<file path="src/source/cpu_defines.svh">
`ifndef CPU_DEFINES_SVH
`define CPU_DEFINES_SVH

// Width of the shared bus and of every bus register.
`define WORD_WIDTH 8

// Instruction opcode width.
`define OPCODE_WIDTH 4

// Micro-op step counter width, eight steps per opcode.
`define STEP_WIDTH 3

// Microcode address is the opcode above the step.
`define UCODE_ADDR_WIDTH 7

// Width of one stored control word.
`define UCODE_WIDTH 16

// Number of general bus registers.
`define NUM_REGS 4

`endif

</file>
<file path="src/source/cpu_pkg.sv">
`include "cpu_defines.svh"

package cpu_pkg;

  // One word on the bus.
  typedef logic [`WORD_WIDTH-1:0] word_t;
  // Instruction opcode.
  typedef logic [`OPCODE_WIDTH-1:0] opcode_t;
  // Micro-op step within an instruction.
  typedef logic [`STEP_WIDTH-1:0] step_t;
  // Microcode address, {opcode, step}.
  typedef logic [`UCODE_ADDR_WIDTH-1:0] ucode_addr_t;
  // Control word, out plane in [2:0], in plane in [5:3], ALU op in [8:6], step reset in [9].
  typedef logic [`UCODE_WIDTH-1:0] ucode_word_t;

  // Bus drivers. Value 7 is not a legal encoding.
  typedef enum logic [2:0] {
    OUT_NONE  = 3'd0,
    OUT_REG0  = 3'd1,
    OUT_REG1  = 3'd2,
    OUT_REG2  = 3'd3,
    OUT_REG3  = 3'd4,
    OUT_ALU   = 3'd5,
    OUT_INPUT = 3'd6
  } out_plane_e;

  // Register load targets. Values 5 to 7 are not legal.
  typedef enum logic [2:0] {
    IN_NONE = 3'd0,
    IN_REG0 = 3'd1,
    IN_REG1 = 3'd2,
    IN_REG2 = 3'd3,
    IN_REG3 = 3'd4
  } in_plane_e;

  // ALU operations.
  typedef enum logic [2:0] {
    ALU_ADD = 3'd0,
    ALU_ADC = 3'd1,
    ALU_SUB = 3'd2,
    ALU_AND = 3'd3,
    ALU_OR  = 3'd4,
    ALU_XOR = 3'd5,
    ALU_SHL = 3'd6,
    ALU_SHR = 3'd7
  } alu_op_e;

endpackage

</file>
<file path="src/source/control_logic.sv">
`timescale 1ns/1ps
`include "cpu_defines.svh"

module control_logic (
  input  logic                       N_CLK,
  input  logic                       N_RST,
  input  cpu_pkg::opcode_t           opcode,
  input  logic                       boot_we,
  input  cpu_pkg::ucode_addr_t       boot_addr,
  input  cpu_pkg::ucode_word_t       boot_data,
  input  logic                       booted,
  output logic [`NUM_REGS-1:0]       reg_load,
  output logic [`NUM_REGS-1:0]       reg_drive,
  output logic                       alu_drive,
  output logic                       input_drive,
  output cpu_pkg::alu_op_e           alu_op
);

  // Microcode store, one word per {opcode, step}.
  cpu_pkg::ucode_word_t ucode_mem [0:(1 << `UCODE_ADDR_WIDTH)-1];

  cpu_pkg::step_t       step;
  cpu_pkg::ucode_addr_t fetch_addr;
  cpu_pkg::ucode_word_t fetch_word;
  // Registered control word, drives the planes for one cycle.
  cpu_pkg::ucode_word_t ctrl_word;
  cpu_pkg::out_plane_e  out_plane;
  cpu_pkg::in_plane_e   in_plane;

  // Bootstrap port. Only open before boot.
  always_ff @(posedge N_CLK) begin
    if (!booted && boot_we) begin
      ucode_mem[boot_addr] <= boot_data;
    end
  end

  // Opcode selects the program, step selects the word in it.
  assign fetch_addr = {opcode, step};
  assign fetch_word = ucode_mem[fetch_addr];

  // Fetch stage.
  always_ff @(posedge N_CLK or negedge N_RST) begin
    if (!N_RST) begin
      step      <= '0;
      ctrl_word <= '0;
    end else if (!booted) begin
      // Hold at the start of the program with no controls active.
      step      <= '0;
      ctrl_word <= '0;
    end else begin
      ctrl_word <= fetch_word;
      // Misc bit restarts the program on the next fetch.
      step      <= fetch_word[9] ? '0 : cpu_pkg::step_t'(step + 1'b1);
    end
  end

  // Plane fields.
  assign out_plane = cpu_pkg::out_plane_e'(ctrl_word[2:0]);
  assign in_plane  = cpu_pkg::in_plane_e'(ctrl_word[5:3]);
  assign alu_op    = cpu_pkg::alu_op_e'(ctrl_word[8:6]);

  // Plane decoders.
  // Illegal codes match no target, so nothing fires.
  always_comb begin
    reg_load  = '0;
    reg_drive = '0;
    for (int i = 0; i < `NUM_REGS; i++) begin
      reg_load[i]  = (in_plane == cpu_pkg::in_plane_e'(int'(cpu_pkg::IN_REG0) + i));
      reg_drive[i] = (out_plane == cpu_pkg::out_plane_e'(int'(cpu_pkg::OUT_REG0) + i));
    end
  end

  assign alu_drive   = (out_plane == cpu_pkg::OUT_ALU);
  assign input_drive = (out_plane == cpu_pkg::OUT_INPUT);

  // The store is frozen once the core runs.
  a_no_write_after_boot: assert property (
    @(posedge N_CLK) disable iff (!N_RST) booted |-> !boot_we);

  // A register never loads its own output.
  a_no_load_and_drive: assert property (
    @(posedge N_CLK) disable iff (!N_RST) (reg_load & reg_drive) == '0);

  // Out plane code 7 is never programmed.
  a_out_plane_legal: assert property (
    @(posedge N_CLK) disable iff (!N_RST) ctrl_word[2:0] != 3'd7);

endmodule

</file>
<file path="src/source/bus_register.sv">
`timescale 1ns/1ps
`include "cpu_defines.svh"

module bus_register (
  input  logic           N_CLK,
  input  logic           N_RST,
  input  logic           load,
  input  cpu_pkg::word_t bus,
  output cpu_pkg::word_t value
);

  // Loads at the edge that ends the micro-op cycle.
  always_ff @(posedge N_CLK or negedge N_RST) begin
    if (!N_RST) begin
      value <= '0;
    end else if (load) begin
      value <= bus;
    end
  end

  // Contents only move on a load strobe.
  a_hold_without_load: assert property (
    @(posedge N_CLK) disable iff (!N_RST) !load |=> $stable(value));

endmodule

</file>
<file path="src/source/alu_unit.sv">
`timescale 1ns/1ps
`include "cpu_defines.svh"

module alu_unit (
  input  logic             N_CLK,
  input  logic             N_RST,
  input  cpu_pkg::word_t   operand_a,
  input  cpu_pkg::word_t   operand_b,
  input  cpu_pkg::alu_op_e alu_op,
  input  logic             alu_drive,
  output cpu_pkg::word_t   result,
  output logic             carry
);

  // Top bit is the next carry, lower bits the result.
  logic [`WORD_WIDTH:0] wide;

  always_comb begin
    wide = '0;
    case (alu_op)
      cpu_pkg::ALU_ADD: wide = {1'b0, operand_a} + {1'b0, operand_b};
      // Add with the stored carry.
      cpu_pkg::ALU_ADC: wide = {1'b0, operand_a} + {1'b0, operand_b} +
                               {{`WORD_WIDTH{1'b0}}, carry};
      // Two's complement. Carry out means no borrow, a >= b.
      cpu_pkg::ALU_SUB: wide = {1'b0, operand_a} + {1'b0, ~operand_b} +
                               {{`WORD_WIDTH{1'b0}}, 1'b1};
      // Logic ops clear carry.
      cpu_pkg::ALU_AND: wide = {1'b0, operand_a & operand_b};
      cpu_pkg::ALU_OR:  wide = {1'b0, operand_a | operand_b};
      cpu_pkg::ALU_XOR: wide = {1'b0, operand_a ^ operand_b};
      // Top bit falls into carry.
      cpu_pkg::ALU_SHL: wide = {operand_a, 1'b0};
      // Bottom bit falls into carry, zero shifted in.
      cpu_pkg::ALU_SHR: wide = {operand_a[0], 1'b0, operand_a[`WORD_WIDTH-1:1]};
      default:          wide = '0;
    endcase
  end

  assign result = wide[`WORD_WIDTH-1:0];

  // Flag is only touched by a cycle where the ALU owns the bus.
  always_ff @(posedge N_CLK or negedge N_RST) begin
    if (!N_RST) begin
      carry <= 1'b0;
    end else if (alu_drive) begin
      carry <= wide[`WORD_WIDTH];
    end
  end

endmodule

</file>
<file path="src/source/bus_mux.sv">
`timescale 1ns/1ps
`include "cpu_defines.svh"

module bus_mux (
  input  logic                             N_CLK,
  input  logic                             N_RST,
  input  cpu_pkg::word_t [`NUM_REGS-1:0]   reg_values,
  input  logic [`NUM_REGS-1:0]             reg_drive,
  input  cpu_pkg::word_t                   alu_result,
  input  logic                             alu_drive,
  input  cpu_pkg::word_t                   data_in,
  input  logic                             input_drive,
  output cpu_pkg::word_t                   bus
);

  // AND-OR bus. An idle bus reads as zero.
  always_comb begin
    bus = '0;
    for (int i = 0; i < `NUM_REGS; i++) begin
      bus = bus | (reg_values[i] & {`WORD_WIDTH{reg_drive[i]}});
    end
    bus = bus | (alu_result & {`WORD_WIDTH{alu_drive}});
    bus = bus | (data_in & {`WORD_WIDTH{input_drive}});
  end

  // Two drivers would OR their words together.
  a_single_driver: assert property (
    @(posedge N_CLK) disable iff (!N_RST) $onehot0({reg_drive, alu_drive, input_drive}));

endmodule

</file>
<file path="src/source/cpu_core.sv">
`timescale 1ns/1ps
`include "cpu_defines.svh"

module cpu_core (
  input  logic                 N_CLK,
  input  logic                 N_RST,
  input  logic                 boot_we,
  input  cpu_pkg::ucode_addr_t boot_addr,
  input  cpu_pkg::ucode_word_t boot_data,
  input  logic                 booted,
  input  cpu_pkg::opcode_t     opcode,
  input  cpu_pkg::word_t       data_in,
  output cpu_pkg::word_t       bus,
  output logic                 carry
);

  // Per-register strobes from the decoders.
  logic [`NUM_REGS-1:0]           reg_load;
  logic [`NUM_REGS-1:0]           reg_drive;
  logic                           alu_drive;
  logic                           input_drive;
  cpu_pkg::alu_op_e               alu_op;
  cpu_pkg::word_t [`NUM_REGS-1:0] reg_values;
  cpu_pkg::word_t                 alu_result;

  control_logic u_control_logic (
    .N_CLK       (N_CLK),
    .N_RST       (N_RST),
    .opcode      (opcode),
    .boot_we     (boot_we),
    .boot_addr   (boot_addr),
    .boot_data   (boot_data),
    .booted      (booted),
    .reg_load    (reg_load),
    .reg_drive   (reg_drive),
    .alu_drive   (alu_drive),
    .input_drive (input_drive),
    .alu_op      (alu_op)
  );

  // Register file, all on the shared bus.
  for (genvar i = 0; i < `NUM_REGS; i++) begin : g_reg
    bus_register u_bus_register (
      .N_CLK (N_CLK),
      .N_RST (N_RST),
      .load  (reg_load[i]),
      .bus   (bus),
      .value (reg_values[i])
    );
  end

  // Registers 0 and 1 are the fixed ALU operands.
  alu_unit u_alu_unit (
    .N_CLK     (N_CLK),
    .N_RST     (N_RST),
    .operand_a (reg_values[0]),
    .operand_b (reg_values[1]),
    .alu_op    (alu_op),
    .alu_drive (alu_drive),
    .result    (alu_result),
    .carry     (carry)
  );

  bus_mux u_bus_mux (
    .N_CLK       (N_CLK),
    .N_RST       (N_RST),
    .reg_values  (reg_values),
    .reg_drive   (reg_drive),
    .alu_result  (alu_result),
    .alu_drive   (alu_drive),
    .data_in     (data_in),
    .input_drive (input_drive),
    .bus         (bus)
  );

endmodule

</file>
<file path="config.mk">
export PLATFORM = sky130hd
export DESIGN_NAME = cpu_core
export DESIGN_NICKNAME = d
export VERILOG_FILES = /design/src/source/cpu_pkg.sv /design/src/source/control_logic.sv /design/src/source/bus_register.sv /design/src/source/alu_unit.sv /design/src/source/bus_mux.sv /design/src/source/cpu_core.sv
export VERILOG_INCLUDE_DIRS = /design/src /design/src/source
export SDC_FILE = /design/constraint.sdc
export NUM_CORES = 1
export LEC_CHECK = 0
export BUFFER_PORTS_ARGS = -buffer_cell sky130_fd_sc_hd__clkbuf_2
export CORE_MARGIN = 2
export CORE_UTILIZATION = 35
export CTS_CLUSTER_SIZE = 14
export DETAILED_ROUTE_END_ITERATION = 8
export PLACE_DENSITY = 0.47
export SYNTH_ARGS = -nofsm -noshare
export SYNTH_HDL_FRONTEND = slang
export SYNTH_HIERARCHICAL = 1
export SYNTH_SLANG_ARGS = --single-unit
</file>
<file path="constraint.sdc">
create_clock -name N_CLK -period 7.4 [get_ports N_CLK]
set_clock_uncertainty 0.15 [all_clocks]
set_input_delay 0.74 -clock N_CLK [delete_from_list [all_inputs] [get_ports N_CLK]]
set_output_delay 0.74 -clock N_CLK [all_outputs]
set_load 0.1 [all_outputs]
</file>
**After elaboration in Yosys (flattened, before gate mapping)**

Memory sizes are Yosys's and may differ from the RTL's.
Index checks and enable logic that the tools add are counted.

- Bits in registers: 45
- Bits in writable memories: 2048
- Output and inout bits: 9
- Logic and storage cells: 54
- Memories kept: 1

Memory list:

| name | depth | width | read ports | clocked after Yosys merged registers in | write ports | RTL line | RTL |
|---|---|---|---|---|---|---|---|
| u_control_logic.ucode_mem | 128 | 16 | 1 | 0 | 1 | control_logic.sv:20 | `` cpu_pkg::ucode_word_t ucode_mem [0:(1 << `UCODE_ADDR_WIDTH)-1]; `` |

- Add/subtract/negate cells: 5
- Equality and inequality tests: 17
- Multiplexer cells: 6
- Bitwise gates (word level): 15
- Reductions and logical operators: 3

Operators with widths:

| cell | number |
|---|---|
| 9-bit case mux with 8 select lines | 1 |
| 8-bit AND | 7 |
| 8-bit bitwise OR | 6 |
| 3-bit == test, second input constant | 8 |
| 8-bit by 8-bit adder with 9-bit output | 2 |
| 3-bit by 2-bit == test with 1-bit output, second input constant | 6 |
| 9-bit by 1-bit adder with 9-bit output | 1 |
| 9-bit by 1-bit adder with 9-bit output, second input constant | 1 |
| 3-bit by 1-bit == test with 1-bit output, second input constant | 3 |
| 9-bit 2-to-1 mux | 1 |
| 8-bit inverter | 1 |
| 8-bit XOR | 1 |
| 3-bit 2-to-1 mux | 2 |
| 3-bit by 1-bit adder with 3-bit output, second input constant | 1 |
| 3-bit logical NOT | 1 |
| 1-bit 2-to-1 mux | 2 |
| 1-bit logical AND | 1 |
| 1-bit logical NOT | 1 |

**Logic depth before layout (Yosys ltp)**

- Word-level depth: 7
- Depth in mapped cells: 14
- Mapped depth without buffers: 13

**Hierarchy**

The synthesis kept the hierarchy.

By module, submodules not included:

| module | times used | cells each | area each (um^2) | sequential area each (um^2) |
|---|---|---|---|---|
| control_logic | 1 | 2225 | 49852.8 | 38737.2 |
| alu_unit | 1 | 264 | 1910.6 | 25.0 |
| bus_register | 4 | 17 | 331.6 | 200.2 |
| bus_mux | 1 | 38 | 250.2 | 0.0 |

**Worst setup path before layout**

No wires, ideal clock.

- Kind: flip-flop to output port
- Start point: register g_reg[0].u_bus_register.value[0]
- End point: output port bus[5]
- Arrival time: 3245 ps
- Data required time: 6510 ps
- Setup slack: 3265 ps
- Stages on the path, launching flop included: 12
- Buffers on the path: 1
- Cell sequence: dfrtp_1 ha_1 fa_1 xor2_1 o2111ai_1 nor4_1 xnor2_1 a21oi_1 o21ai_0 buf_4 a22oi_1 nand3_1

- Longest elaborated chain between the ends: 6

Ends and longest elaborated chain:

| item | RTL line | RTL |
|---|---|---|
| from (decl) | bus_register.sv:9 | `output cpu_pkg::word_t value` |
| from (signal assigned) | bus_register.sv:17 | `value <= bus;` |
| 8-bit by 8-bit adder with 9-bit output, on equally long branches | alu_unit.sv:26, alu_unit.sv:21, alu_unit.sv:23 |  |
| 9-bit by 1-bit adder with 9-bit output, on equally long branches | alu_unit.sv:26, alu_unit.sv:23 |  |
| 9-bit case mux with 8 select lines * | alu_unit.sv:20 | `case (alu_op)` |
| named net u_alu_unit.wide[5] | alu_unit.sv:16 | `` logic [`WORD_WIDTH:0] wide; `` |
| 8-bit AND * | bus_mux.sv:22 | `` bus = bus \| (alu_result & {`WORD_WIDTH{alu_drive}}); `` |
| 8-bit bitwise OR * | bus_mux.sv:22 |  |
| 8-bit bitwise OR * | bus_mux.sv:23 | `` bus = bus \| (data_in & {`WORD_WIDTH{input_drive}}); `` |
| to (decl) | cpu_core.sv:13 | `output cpu_pkg::word_t bus,` |

Mark *: on every way through the listed nets, which the timed path passes. The rest lies on a longest branch.

**Worst setup path in the final report**

- Start point: register u_control_logic.ctrl_word[6]
- End point: output port bus[6]

- Longest elaborated chain between the ends: 5

Ends and longest elaborated chain:

| item | RTL line | RTL |
|---|---|---|
| from (decl) | control_logic.sv:26 | `cpu_pkg::ucode_word_t ctrl_word;` |
| from (signal assigned) | control_logic.sv:51 | `ctrl_word <= fetch_word;` |
| 3-bit == test, or another cell as far along | alu_unit.sv:20 |  |
| 9-bit case mux with 8 select lines * | alu_unit.sv:20 |  |
| named net alu_result[6] | cpu_core.sv:24 | `cpu_pkg::word_t alu_result;` |
| 8-bit AND * | bus_mux.sv:22 |  |
| 8-bit bitwise OR * | bus_mux.sv:22 |  |
| 8-bit bitwise OR * | bus_mux.sv:23 |  |

Marks and branches as above.

==> flow_metrics.tcl <==
set metrics [dict create \
    status "finished, violations left" \
    violations "capacitance limit" \
    synthArstFlopShare 0.0340 \
    setup_tns_ps 0 \
    numPortBuffers 41 \
    reg2reg_to "u_control_logic/ctrl_word[6]$_DFF_PN0_" \
    synth_cells 2595 \
    grt_max_degree 120 \
    clk_latency_ps 780 \
    htreeDepth 4 \
    grt_util_met2 0.278 \
    root_buffer "clkbuf_16" \
    cp_data_arrival_time_ps 4500 \
    synth_top_area_frac 0.721 \
    cp_max_fo 24 \
    numCtsBuffers 149 \
    clock_path_buffers 3 \
    dpl_cell_area_um2 55700 \
    required_ps 6510 \
    dp.cells 4552 \
    netlist_area_um2 53300 \
    reg2reg_depth 6 \
    dr_total_vias 26104 \
    post-route-util 0.397 \
    multi_input_area_um2 12800 \
    drt_iter0_markers 2218 \
    synth_top_cell_by_area "edfxtp_1" \
    grt_pass1_wl_um 196000 \
    layoutNonFillerInstCount 4813 \
    initial_utilization 0.352 \
    row_count 143 \
    layout-drive-gt1-share 0.241 \
    finalCritPeriodShare 0.728 \
    die_area_um2 156000 \
    clkSinkCount 1325 \
    critPathKind "flop to output pin" \
    synth.area.top_cells "edfxtp_1, mux4_2, mux2i_1" \
    wl_per_cell_um 28.2 \
    irDropWorstVdd_mv 0.191 \
    path_buf_inv 2 \
    synth_nets 2663 \
    synth-edff-count 1280 \
    syn_area_per_cell_um2 20.6 \
    gp_congestion 0.854 \
    grt_pass1_vias 26953 \
    hold_viol 0 \
    min_period_ps 5390 \
    antenna_found_initial 10 \
    setup_ws_ps 2010 \
    critPathMaxStageDelay_ps 890 \
    ys_seq_area_frac 0.742 \
    syn2layout_area_growth_pct 12.9 \
    grt_util_all_layers 0.174 \
    crit_family "buffers and inverters" \
    hpwl_um 82600 \
    p_leak_nw 18.6 \
    antenna_left 0 \
    max_freq_mhz 186 \
    die_x_um 394 \
    grt_use_met1 0.245 \
    whs_path_depth 1 \
    power_mw 16.9 \
    synth_cell_type_count 83 \
    min_path_type "input port to flop" \
    worst_path_max_delay_cell "dfrtp_1" \
    ios 48 \
    synth_top_flop_cell "edfxtp_1" \
    place_ws_ps 2910 \
    synth_commonest_cells "edfxtp_1, mux4_2, nor2_1, mux2i_1, a22oi_1" \
    path_clk_slew_ps 60 \
    ys_ff_latch 1325 \
    powerDensity_nw_per_um2 281 \
    reg2reg_from "u_control_logic/step[0]$_DFF_PN0_" \
    antenna_cells 0 \
    r2r_slack_ps 3330 \
    grt_overflow_total 0 \
    finalMaxSlewViolations 0 \
    critPathLaunchType "flop" \
    via_per_inst 5.42 \
    coreArea_um2 152000 \
    whs_endpoint "u_control_logic/ucode_mem[47][9]$_DFFE_PP_" \
    yosysMostFrequentCell "edfxtp_1" \
    fin_hold_ws_ps 229 \
    final.fill_count 13643 \
    busiest_layer "met2" \
    path_cells "clkinv_1 > nor3_1 > o21ai_0 > a2bb2oi_1 > a22oi_1 > nand3_1 > clkbuf_2" \
    cts_tree "built" \
    grt_setup_unrepaired "no" \
    drv_cap 1 \
    endpoint_kind "output pin" \
    worst_pin_slew_ps 1480 \
    synth_warnings 6 \
    finalSetupViolations 0 \
    ff_latch_area_um2 39600 \
    hold_start "boot_data[9]" \
    die_y_um 394 \
    max_slew_margin 0.00831 \
    wl_um 136000 \
    final_area_um2 60200 \
    drt-pass1-iter-count 7 \
    final_nets 2742 \
    use_met3 0.0309 \
    drc 0 \
]
-- how the worst max path moves through the flow --
stage	startpoint	to	slack, ps	cells past startpoint
detailed placement	g_reg[0].u_bus_register/value[0]$_DFFE_PN0P_	bus[5]	2910	11
finish	u_control_logic/ctrl_word[6]$_DFF_PN0_	bus[6]	2010	7
floorplan	g_reg[0].u_bus_register/value[0]$_DFFE_PN0P_	bus[5]	3270	11
global placement	u_control_logic/ctrl_word[6]$_DFF_PN0_	bus[6]	2910	7
global route	u_control_logic/ctrl_word[6]$_DFF_PN0_	bus[3]	1780	7
CTS	g_reg[0].u_bus_register/value[0]$_DFFE_PN0P_	bus[5]	2040	11
-- cell families (layout without fill, tap and decap cells) --
logic type                 count (synthesis)  after routing  synth area share
AOI/OAI and AO/OA                        265            265            0.0368
xor gates and xnor gates                  10             10           0.00164
adders and majority gates                 29             29           0.00708
buffers and inverters                    194            382            0.0187
DFF                                     1325           1325             0.742
muxes                                    473            473             0.167
and+or+nand+nor                          299            299            0.0273
-- power by group --
group / switching, mW / total [mW] / internal, mW / leakage, nW
clock: 2.94 / 6.89 / 3.95 / 2.23
combinational: 0.980 / 1.64 / 0.660 / 4.31
sequential: 0.0914 / 8.37 / 8.28 / 12.1
total: 4.01 / 16.9 / 12.9 / 18.6
-- layer usage --
layer | part of all wire | routed length, µm
met1 | 0.45 | 60500
met2 | 0.48 | 64900
met3 | 0.054 | 7300
met4 | 0.023 | 3090
met5 | 0.00040 | 54
-- cell usage in the layout (no fill, tap or decap), types with 31 or more instances in the layout --
master	instances
clkinv_1	34
buf_4	53
o22ai_1	43
nor2_1	153
a211oi_1	38
inv_1	33
mux2_4	32
clkbuf_16	153
nand2_1	31
mux4_2	320
dfrtp_1	43
edfxtp_1	1280
mux2i_1	120
a22oi_1	87
-- area by class of cell --
cell class / count / area share
sequential: 1325 / 0.657
tap: 2030 / 0.0422
timing repair buffer: 88 / 0.0108
multi-input combinational: 1076 / 0.213
clock inverter: 80 / 0.00977
inverter: 34 / 0.00212
clock buffer: 180 / 0.0653
-- registers in the layout, summed over array words and instances (netlist names) --
| name | flops |
|---|---|
| g.u_bus_register/value | 32 |
| u_alu_unit/carry | 1 |
| u_control_logic/ctrl_word | 9 |
| u_control_logic/step | 3 |
| u_control_logic/ucode_mem | 1280 |
-- what timing repair did --
action                    in CTS  in global routing
hold endpoints to repair      45                  0
hold buffers                   1                  0
buffers inserted               0                  0
gates resized for setup        0                  0
No activity file was read; power rests on OpenSTA's default activity.
